### src/simf_alu_pkg.sv
package simf_alu_pkg;

   localparam int DATA_W   = 32;
   localparam int EXP_W    = 8;
   localparam int MAN_W    = 23;
   localparam int EXP_BIAS = 127;

   // Encoding format, control bits 31:24
   localparam logic [7:0] FMT_VOP2  = 8'h40;
   localparam logic [7:0] FMT_VOPC  = 8'h20;
   localparam logic [7:0] FMT_VOP3A = 8'h10;

   localparam logic [11:0] OPC_ADD      = 12'h003;
   localparam logic [11:0] OPC_SUB      = 12'h004;
   localparam logic [11:0] OPC_SUBREV   = 12'h005;
   localparam logic [11:0] OPC_MUL      = 12'h008;
   localparam logic [11:0] OPC_VOP3_OFS = 12'h100;  // VOP3A arith = VOP2 + 0x100
   localparam logic [11:0] OPC_CMP_BASE = 12'h000;  // Low nibble is the condition

   typedef enum logic [2:0] {
      OP_NONE,
      OP_ADD,
      OP_SUB,
      OP_SUBREV,
      OP_MUL,
      OP_CMP
   } alu_op_e;

   typedef enum logic [3:0] {
      CMP_F,
      CMP_LT,
      CMP_EQ,
      CMP_LE,
      CMP_GT,
      CMP_LG,
      CMP_GE,
      CMP_O,    // Always true without NaN
      CMP_U,    // Always false without NaN
      CMP_NGE,
      CMP_NLG,
      CMP_NGT,
      CMP_NLE,
      CMP_NEQ,
      CMP_NLT,
      CMP_TRU
   } cmp_cond_e;

endpackage

### src/simf_decode.sv
`timescale 1ns/1ps
module simf_decode
  (
   input  logic [simf_alu_pkg::DATA_W-1:0] alu_control_i,
   input  logic                            exec_i,
   output simf_alu_pkg::alu_op_e           op_o,
   output simf_alu_pkg::cmp_cond_e         cond_o
   );

   logic [7:0]  fmt;
   logic [11:0] opc;
   logic [11:0] opc_vop3;
   logic        cmp_code;
   logic        cmp_fmt;

   assign fmt      = alu_control_i[31:24];
   assign opc      = alu_control_i[11:0];
   assign opc_vop3 = opc - simf_alu_pkg::OPC_VOP3_OFS;  // Fold into VOP2 range
   assign cmp_code = (opc[11:4] == simf_alu_pkg::OPC_CMP_BASE[11:4]);
   assign cmp_fmt  = (fmt == simf_alu_pkg::FMT_VOPC) || (fmt == simf_alu_pkg::FMT_VOP3A);

   function automatic simf_alu_pkg::alu_op_e arith_op(input logic [11:0] code);
      simf_alu_pkg::alu_op_e op;
      case (code)
         simf_alu_pkg::OPC_ADD    : op = simf_alu_pkg::OP_ADD;
         simf_alu_pkg::OPC_SUB    : op = simf_alu_pkg::OP_SUB;
         simf_alu_pkg::OPC_SUBREV : op = simf_alu_pkg::OP_SUBREV;
         simf_alu_pkg::OPC_MUL    : op = simf_alu_pkg::OP_MUL;
         default                  : op = simf_alu_pkg::OP_NONE;
      endcase
      return op;
   endfunction

   always_comb
   begin
      op_o   = simf_alu_pkg::OP_NONE;
      cond_o = simf_alu_pkg::CMP_F;
      if (exec_i)  // Disabled lane stays OP_NONE
      begin
         if (cmp_fmt && cmp_code)
         begin
            op_o   = simf_alu_pkg::OP_CMP;
            cond_o = simf_alu_pkg::cmp_cond_e'(opc[3:0]);
         end
         else if (fmt == simf_alu_pkg::FMT_VOP2)
            op_o = arith_op(opc);
         else if (fmt == simf_alu_pkg::FMT_VOP3A)
            op_o = arith_op(opc_vop3);
      end
   end

endmodule

### src/simf_fp_arith.sv
`timescale 1ns/1ps
module simf_fp_arith
  (
   input  logic                            clk,
   input  logic                            rst_n_i,
   input  logic                            start_i,
   input  simf_alu_pkg::alu_op_e           op_i,
   input  logic [simf_alu_pkg::DATA_W-1:0] src_a_i,
   input  logic [simf_alu_pkg::DATA_W-1:0] src_b_i,
   output logic [simf_alu_pkg::DATA_W-1:0] result_o,
   output logic                            done_o
   );

   typedef enum logic [2:0] {ST_IDLE, ST_ALIGN, ST_ADD, ST_NORM, ST_PACK} state_e;

   state_e                                  state_q;
   logic [simf_alu_pkg::DATA_W-1:0]         a_q;
   logic [simf_alu_pkg::DATA_W-1:0]         b_q;
   logic                                    mul_q;
   logic                                    sub_q;
   logic                                    sign_q;
   logic [simf_alu_pkg::MAN_W:0]            big_q;
   logic [simf_alu_pkg::MAN_W:0]            small_q;
   logic [simf_alu_pkg::MAN_W+1:0]          man_q;    // Binary point below bit 23
   logic signed [simf_alu_pkg::EXP_W+1:0]   exp_q;

   logic                                    arith_start;
   logic                                    is_sub;
   logic [simf_alu_pkg::DATA_W-1:0]         src_a;
   logic [simf_alu_pkg::DATA_W-1:0]         src_b;
   logic [simf_alu_pkg::EXP_W-1:0]          exp_a;
   logic [simf_alu_pkg::EXP_W-1:0]          exp_b;
   logic [simf_alu_pkg::MAN_W:0]            man_a;
   logic [simf_alu_pkg::MAN_W:0]            man_b;
   logic                                    a_ge_b;
   logic [2*simf_alu_pkg::MAN_W+1:0]        product;
   logic signed [simf_alu_pkg::EXP_W+1:0]   exp_mul;

   assign arith_start = start_i && (op_i inside {simf_alu_pkg::OP_ADD, simf_alu_pkg::OP_SUB,
                                                 simf_alu_pkg::OP_SUBREV, simf_alu_pkg::OP_MUL});
   assign is_sub = (op_i == simf_alu_pkg::OP_SUB) || (op_i == simf_alu_pkg::OP_SUBREV);
   assign src_a  = (op_i == simf_alu_pkg::OP_SUBREV) ? src_b_i : src_a_i;
   assign src_b  = (op_i == simf_alu_pkg::OP_SUBREV) ? src_a_i : src_b_i;

   assign exp_a   = a_q[simf_alu_pkg::DATA_W-2 -: simf_alu_pkg::EXP_W];
   assign exp_b   = b_q[simf_alu_pkg::DATA_W-2 -: simf_alu_pkg::EXP_W];
   assign man_a   = (exp_a == '0) ? '0 : {1'b1, a_q[simf_alu_pkg::MAN_W-1:0]};  // Zero exp is 0
   assign man_b   = (exp_b == '0) ? '0 : {1'b1, b_q[simf_alu_pkg::MAN_W-1:0]};
   assign a_ge_b  = {exp_a, man_a} >= {exp_b, man_b};
   assign product = man_a * man_b;
   assign exp_mul = {2'b00, exp_a} + {2'b00, exp_b}
                    - simf_alu_pkg::EXP_BIAS[simf_alu_pkg::EXP_W+1:0];

   always_ff @(posedge clk)
   begin
      if (!rst_n_i)
      begin
         state_q <= ST_IDLE;
         done_o  <= 1'b0;
      end
      else
      begin
         done_o <= (state_q == ST_PACK);
         case (state_q)
            ST_IDLE  : if (arith_start) state_q <= ST_ALIGN;
            ST_ALIGN : state_q <= ST_ADD;
            ST_ADD   : state_q <= ST_NORM;
            ST_NORM  : if (man_q == '0 || man_q[simf_alu_pkg::MAN_W+1:simf_alu_pkg::MAN_W] == 2'b01)
                          state_q <= ST_PACK;
            default  : state_q <= ST_IDLE;
         endcase
      end
   end

   always_ff @(posedge clk)
   begin
      case (state_q)
         ST_IDLE :
            if (arith_start)
            begin
               a_q   <= src_a;
               b_q   <= {src_b[simf_alu_pkg::DATA_W-1] ^ is_sub, src_b[simf_alu_pkg::DATA_W-2:0]};
               mul_q <= (op_i == simf_alu_pkg::OP_MUL);
            end
         ST_ALIGN :
         begin
            sub_q <= a_q[simf_alu_pkg::DATA_W-1] ^ b_q[simf_alu_pkg::DATA_W-1];
            if (mul_q)
            begin
               man_q  <= product[2*simf_alu_pkg::MAN_W+1 -: simf_alu_pkg::MAN_W+2];  // Truncate
               exp_q  <= exp_mul;
               sign_q <= a_q[simf_alu_pkg::DATA_W-1] ^ b_q[simf_alu_pkg::DATA_W-1];
            end
            else if (a_ge_b)
            begin
               big_q   <= man_a;
               small_q <= man_b >> (exp_a - exp_b);  // Shifted-out bits lost
               exp_q   <= {2'b00, exp_a};
               sign_q  <= a_q[simf_alu_pkg::DATA_W-1];
            end
            else
            begin
               big_q   <= man_b;
               small_q <= man_a >> (exp_b - exp_a);
               exp_q   <= {2'b00, exp_b};
               sign_q  <= b_q[simf_alu_pkg::DATA_W-1];
            end
         end
         ST_ADD :
            if (!mul_q)
               man_q <= sub_q ? {1'b0, big_q} - {1'b0, small_q} : {1'b0, big_q} + {1'b0, small_q};
         ST_NORM :
            if (man_q[simf_alu_pkg::MAN_W+1])
            begin
               man_q <= man_q >> 1;
               exp_q <= exp_q + 1'b1;
            end
            else if (man_q != '0 && !man_q[simf_alu_pkg::MAN_W])
            begin
               man_q <= man_q << 1;
               exp_q <= exp_q - 1'b1;
            end
         ST_PACK :
            if (man_q == '0 || exp_q <= 0)  // Zero and underflow give +0
               result_o <= '0;
            else if (exp_q[simf_alu_pkg::EXP_W] || &exp_q[simf_alu_pkg::EXP_W-1:0])
               result_o <= {sign_q, {simf_alu_pkg::EXP_W{1'b1}}, {simf_alu_pkg::MAN_W{1'b0}}};
            else
               result_o <= {sign_q, exp_q[simf_alu_pkg::EXP_W-1:0],
                            man_q[simf_alu_pkg::MAN_W-1:0]};
         default : ;
      endcase
   end

endmodule

### src/simf_fp_compare.sv
`timescale 1ns/1ps
module simf_fp_compare
  (
   input  logic                            clk,
   input  logic                            rst_n_i,
   input  logic                            start_i,
   input  simf_alu_pkg::alu_op_e           op_i,
   input  simf_alu_pkg::cmp_cond_e         cond_i,
   input  logic [simf_alu_pkg::DATA_W-1:0] src_a_i,
   input  logic [simf_alu_pkg::DATA_W-1:0] src_b_i,
   output logic                            vcc_o,
   output logic                            done_o
   );

   logic                            zero_a;
   logic                            zero_b;
   logic                            sign_a;
   logic                            sign_b;
   logic [simf_alu_pkg::DATA_W-2:0] mag_a;
   logic [simf_alu_pkg::DATA_W-2:0] mag_b;
   logic                            lt;
   logic                            eq;
   logic                            gt;
   logic                            cmp_start;
   logic                            cmp_bit;

   assign zero_a    = (src_a_i[simf_alu_pkg::DATA_W-2 -: simf_alu_pkg::EXP_W] == '0);
   assign zero_b    = (src_b_i[simf_alu_pkg::DATA_W-2 -: simf_alu_pkg::EXP_W] == '0);
   assign sign_a    = src_a_i[simf_alu_pkg::DATA_W-1] && !zero_a;  // -0 folds to +0
   assign sign_b    = src_b_i[simf_alu_pkg::DATA_W-1] && !zero_b;
   assign mag_a     = zero_a ? '0 : src_a_i[simf_alu_pkg::DATA_W-2:0];
   assign mag_b     = zero_b ? '0 : src_b_i[simf_alu_pkg::DATA_W-2:0];
   assign eq        = (sign_a == sign_b) && (mag_a == mag_b);
   assign lt        = (sign_a != sign_b) ? sign_a : (sign_a ? mag_a > mag_b : mag_a < mag_b);
   assign gt        = !lt && !eq;
   assign cmp_start = start_i && (op_i == simf_alu_pkg::OP_CMP);

   always_comb
   begin
      case (cond_i)
         simf_alu_pkg::CMP_LT, simf_alu_pkg::CMP_NGE  : cmp_bit = lt;
         simf_alu_pkg::CMP_EQ, simf_alu_pkg::CMP_NLG  : cmp_bit = eq;
         simf_alu_pkg::CMP_LE, simf_alu_pkg::CMP_NGT  : cmp_bit = !gt;
         simf_alu_pkg::CMP_GT, simf_alu_pkg::CMP_NLE  : cmp_bit = gt;
         simf_alu_pkg::CMP_LG, simf_alu_pkg::CMP_NEQ  : cmp_bit = !eq;
         simf_alu_pkg::CMP_GE, simf_alu_pkg::CMP_NLT  : cmp_bit = !lt;
         simf_alu_pkg::CMP_O, simf_alu_pkg::CMP_TRU   : cmp_bit = 1'b1;
         default                                      : cmp_bit = 1'b0;  // F and U
      endcase
   end

   always_ff @(posedge clk)
   begin
      if (!rst_n_i)
         done_o <= 1'b0;
      else
         done_o <= cmp_start;
   end

   always_ff @(posedge clk)
   begin
      if (cmp_start)
         vcc_o <= cmp_bit;
   end

endmodule

### src/simf_writeback.sv
`timescale 1ns/1ps
module simf_writeback
  (
   input  logic                            clk,
   input  logic                            rst_n_i,
   input  logic                            start_i,
   input  simf_alu_pkg::alu_op_e           op_i,
   input  logic                            vcc_i,
   input  logic [simf_alu_pkg::DATA_W-1:0] arith_result_i,
   input  logic                            arith_done_i,
   input  logic                            cmp_vcc_i,
   input  logic                            cmp_done_i,
   output logic [simf_alu_pkg::DATA_W-1:0] vgpr_data_o,
   output logic                            vcc_o,
   output logic                            done_o
   );

   simf_alu_pkg::alu_op_e op_q;
   logic                  vcc_q;
   logic                  none_done_q;

   always_ff @(posedge clk)
   begin
      if (!rst_n_i)
      begin
         op_q        <= simf_alu_pkg::OP_NONE;
         vcc_q       <= 1'b0;
         none_done_q <= 1'b0;
      end
      else
      begin
         none_done_q <= start_i && (op_i == simf_alu_pkg::OP_NONE);  // Disabled or unknown
         if (start_i)
         begin
            op_q  <= op_i;
            vcc_q <= vcc_i;
         end
      end
   end

   // Only registered values feed the outputs
   assign done_o = arith_done_i || cmp_done_i || none_done_q;

   always_comb
   begin
      case (op_q)
         simf_alu_pkg::OP_NONE :
         begin
            vgpr_data_o = '0;
            vcc_o       = vcc_q;
         end
         simf_alu_pkg::OP_CMP :
         begin
            vgpr_data_o = '0;
            vcc_o       = cmp_vcc_i;
         end
         default :
         begin
            vgpr_data_o = arith_result_i;
            vcc_o       = vcc_q;  // VCC passes through
         end
      endcase
   end

endmodule

### src/simf_alu.sv
`timescale 1ns/1ps
module simf_alu
  (
   input  logic                            clk,
   input  logic                            rst_n_i,
   input  logic                            alu_start_i,
   input  logic [simf_alu_pkg::DATA_W-1:0] alu_control_i,
   input  logic [simf_alu_pkg::DATA_W-1:0] alu_source1_data_i,
   input  logic [simf_alu_pkg::DATA_W-1:0] alu_source2_data_i,
   input  logic                            alu_source_vcc_value_i,
   input  logic                            alu_source_exec_value_i,
   output logic [simf_alu_pkg::DATA_W-1:0] alu_vgpr_dest_data_o,
   output logic                            alu_dest_vcc_value_o,
   output logic                            alu_done_o
   );

   simf_alu_pkg::alu_op_e           op;
   simf_alu_pkg::cmp_cond_e         cond;
   logic [simf_alu_pkg::DATA_W-1:0] arith_result;
   logic                            arith_done;
   logic                            cmp_vcc;
   logic                            cmp_done;

   simf_decode i_decode
     (
      .alu_control_i (alu_control_i),
      .exec_i        (alu_source_exec_value_i),
      .op_o          (op),
      .cond_o        (cond)
      );

   simf_fp_arith i_arith
     (
      .clk      (clk),
      .rst_n_i  (rst_n_i),
      .start_i  (alu_start_i),
      .op_i     (op),
      .src_a_i  (alu_source1_data_i),
      .src_b_i  (alu_source2_data_i),
      .result_o (arith_result),
      .done_o   (arith_done)
      );

   simf_fp_compare i_compare
     (
      .clk     (clk),
      .rst_n_i (rst_n_i),
      .start_i (alu_start_i),
      .op_i    (op),
      .cond_i  (cond),
      .src_a_i (alu_source1_data_i),
      .src_b_i (alu_source2_data_i),
      .vcc_o   (cmp_vcc),
      .done_o  (cmp_done)
      );

   simf_writeback i_writeback
     (
      .clk            (clk),
      .rst_n_i        (rst_n_i),
      .start_i        (alu_start_i),
      .op_i           (op),
      .vcc_i          (alu_source_vcc_value_i),
      .arith_result_i (arith_result),
      .arith_done_i   (arith_done),
      .cmp_vcc_i      (cmp_vcc),
      .cmp_done_i     (cmp_done),
      .vgpr_data_o    (alu_vgpr_dest_data_o),
      .vcc_o          (alu_dest_vcc_value_o),
      .done_o         (alu_done_o)
      );

endmodule

### config.mk
export PLATFORM = sky130hd
export DESIGN_NAME = simf_alu
export DESIGN_NICKNAME = d
export VERILOG_FILES = /design/src/simf_alu_pkg.sv /design/src/simf_decode.sv /design/src/simf_fp_arith.sv /design/src/simf_fp_compare.sv /design/src/simf_writeback.sv /design/src/simf_alu.sv
export SDC_FILE = /design/constraint.sdc
export NUM_CORES = 2
export LEC_CHECK = 0
export BUFFER_PORTS_ARGS = -buffer_cell sky130_fd_sc_hd__buf_2
export CORE_MARGIN = 5
export CORE_UTILIZATION = 50
export CTS_CLUSTER_SIZE = 12
export DETAILED_ROUTE_END_ITERATION = 7
export GPL_TIMING_DRIVEN = 0
export PLACE_DENSITY = 0.69
export SLEW_MARGIN = 20
export SYNTH_ARGS = -nofsm -noshare
export SYNTH_HDL_FRONTEND = slang
export SYNTH_SLANG_ARGS = --single-unit
### constraint.sdc
create_clock -name clk -period 8.05 [get_ports clk]
set_clock_uncertainty 0.1 [all_clocks]
set_input_delay 0.805 -clock clk [delete_from_list [all_inputs] [get_ports clk]]
set_output_delay 0.805 -clock clk [all_outputs]
set_load 0.1 [all_outputs]
==> metrics.md <==
| Metric | Value |
|---|---|
| Critical path launch point type | flip-flop |
| CP dominant cell by count | fa_1 |
| Yosys warning count | 0 |
| DRT iter0 DRCs | 2943 |
| Die H | 273 um |
| DP HPWL | 95800 um |
| Peak VDD IR | 0.000109 V |
| Cell family with most CP delay | adder cells |
| H-tree depth | 4 |
| CP max-delay cell | fa_1 |
| MaxCap Viol Count | 0 |
| Worst hold slack | ~0.44 ns |
| Distinct cell type count after synthesis | 82 |
| Dpl cells | 4969 |
| Layout area overhead | 13.6% |
| Crit path max fanout | 10 |
| Final Critical Period | 8.93 ns |
| WL final | 118000 um |
| Fin area | 39300 um^2 |
| Vias per cell | between 5 and 6 |
| Fmax | 112 MHz |
| Mapped cell area | 34600 um^2 |
| Clock latency on the worst-skew pair | 0.47 ns |
| CP required | 8.15 ns |
| LEAKAGE | 18.2 nW |
| Critical Path Max Stage Delay | 0.55 ns |
| Overall global routing resource usage | 31.5% |
| Hold Crit Class | reg -> reg |
| Synth area leaders | fa_1, edfxtp_1, ha_1 |
| Pin count of the biggest net entering global routing | 52 |
| Mapped Cells | ~3.9k |
| Ports | 135 |
| Drt pass-1 iters | 6 |
| GP Congestion | 1.02 |
| Layout cell share with drive strength beyond 1 | between 10% and 20% |
| Final hold vios | 0 |
| Final setup vio count | 25 |
| Commonest non-fill, non-tap cell in the layout | inv_1 |
| Post-synth top area share | 28.1% |
| Worst path bufs/invs | 7 |
| Clk sinks | 193 |
| Final nets | 5035 |
| Clk buf depth | 2 |
| Port bufs | between 100 and 150 |
| Fillers | 6120 |
| Syn_area_per_cell | 8.84 um^2 |
| RSZ-0062 raised after global routing | yes |
| Multi-input logic area | ~26000 um^2 |
| Kind of critical path | reg -> reg |
| Row Count | 96 |
| Die ar. | 74500 um^2 |
| Number of global-route vias before repair | a little under 30k |
| Synthesized net count | 4802 |
| Setup ws final | -0.881 ns |
| TritonCTS clock tree | done |
| Outcome | complete, but fails checks |
| Residual DRC | 0 |
| Slack of the worst reg-to-reg path | -0.88 ns |
| PD cells | between 50 and 60 nW/um^2 |
| Fin crit share | 111% |
| Via count | roughly 30k |
| Post-synth top flop | edfxtp_1 |
| #FFs+latches synth | approximately 190 |
| Average wire per standard cell | about 23 um |
| Global-route wire length before repair | 179000 um |
| Asr flop ratio synth | 0% |
| Crit path DAT | 9.03 ns |
| Max-slew headroom | roughly a quarter |
| Register area share after synthesis | 16.5% |
| Failing checks | setup timing |
| Layout Cells excl Fill | 5088 |
| Routed Antenna Nets | 0 |
| Clock-pin slew on the worst setup and hold paths | 0.08 ns |
| Root buf cell | clkbuf_16 |
| Core Area | between 60000 and 70000 um^2 |
| EDFF count, synth | about 180 |
| Initial Util | roughly half |
| Most frequent cells in the layout | inv_1, nand2_1, fa_1 |
| Worst-Margin Slew | 1.15 ns |
| Post-synth top area cell | fa_1 |
| Initial antenna violation count | 0 |
| Seq. cell area | 5700 um^2 |
| DIE WIDTH | 273 um |
| Dpl cell area | 36600 um^2 |
| CTS Buf Count | 17 |
| Grt total ovfl | 0 |
| Dpl ws | -2.32 ns |
| Max-slew violation count | 0 |
| Setup crit end kind | flip-flop |
stage by stage:
| step | total power (W) | utilization (%) | TNS [ns] |
|---|---|---|---|
| after detailed placement | 0.00135 | 53.4 | -43.97 |
| after global placement | 0.00135 | 53.2 | -46.78 |
| after floorplan | 0.00128 | - | 0 |
| final | 0.00220 | 57.2 | -13.05 |
| after global routing | 0.00227 | 57.2 | -17.73 |
| after CTS | 0.00220 | 56.5 | -11.53 |
registers in the layout (all words and copies together) (netlist names), 3 cells and up:
signal            count
i_arith.b_q          32
i_arith.man_q        25
i_arith.a_q          32
i_arith.small_q      24
i_arith.result_o     32
i_arith.big_q        24
i_arith.exp_q        10
i_arith.state_q       3
i_writeback.op_q      3
kinds of logic after synthesis:
logic type,after synthesis,synth area share [%]
compound gates,528,9.78
xor+xnor,103,2.61
fa+ha+maj,791,39.2
buf+inv,894,9.76
flops,193,16.5
mux,129,4.25
simple gates,1272,18.0
path summary, 6_finish.rpt:
check,endpoint,cells after the start,start
max,i_arith.man_q[17],29,i_arith.b_q[25]
min,i_writeback.op_q[1],2,i_writeback.op_q[1]
max reg2reg,i_arith.man_q[17],29,i_arith.b_q[25]
min reg2reg,i_writeback.op_q[1],2,i_writeback.op_q[1]
power breakdown:
group	internal (W)	total [W]	switching, W
Combinational	0.0000984	0.000226	0.000127
Clock	0.000416	0.000863	0.000447
Sequential	0.00110	0.00111	0.00000807
area by class of cell:
class / instances / area share [%]
tap: 931 / 2.97
buffer: 208 / 3.22
clock buffer: 17 / 1.08
multi-input combinational: 2823 / 67.5
antenna: 1 / 0.00637
timing repair buffer: 214 / 3.70
clock inverter: 15 / 0.427
inverter: 686 / 6.63
sequential: 193 / 14.5
Yosys cell counts (49+ instances only):
| cell | count |
|---|---|
| fa_1 | 486 |
| a21oi_1 | 146 |
| nor2_1 | 190 |
| and2_1 | 276 |
| nand3_1 | 49 |
| inv_1 | 682 |
| nor3_1 | 53 |
| xnor2_1 | 75 |
| mux2i_1 | 51 |
| ha_1 | 305 |
| nand2_1 | 484 |
| mux2_2 | 71 |
| edfxtp_1 | 183 |
| o21ai_0 | 137 |
| nor2b_1 | 64 |
| clkbuf_1 | 189 |
per-layer routing:
| layer | global-route usage [%] | routed length [um] | part of all wire [%] |
|---|---|---|---|
| met5 | 0 | 0 | 0 |
| met4 | 10.8 | 5450 | 4.6 |
| met3 | 8.21 | 13400 | 11 |
| met2 | 47.1 | 49700 | 42 |
| met1 | 44.8 | 49600 | 42 |
what timing repair did:
action,4_1_cts,5_1_grt
hold buffers,0,0
pin swaps,87,75
cloned,2,2
resized for setup,270,73
buffers inserted,59,25
setup endpoints to repair,25,25
tightest hold or removal path: stages (launching register included):
cell     delay (ns)
dfxtp_1        0.33
mux2i_1        0.12
nor2b_1        0.05
Note: power is estimated with default switching activity, not from simulation.
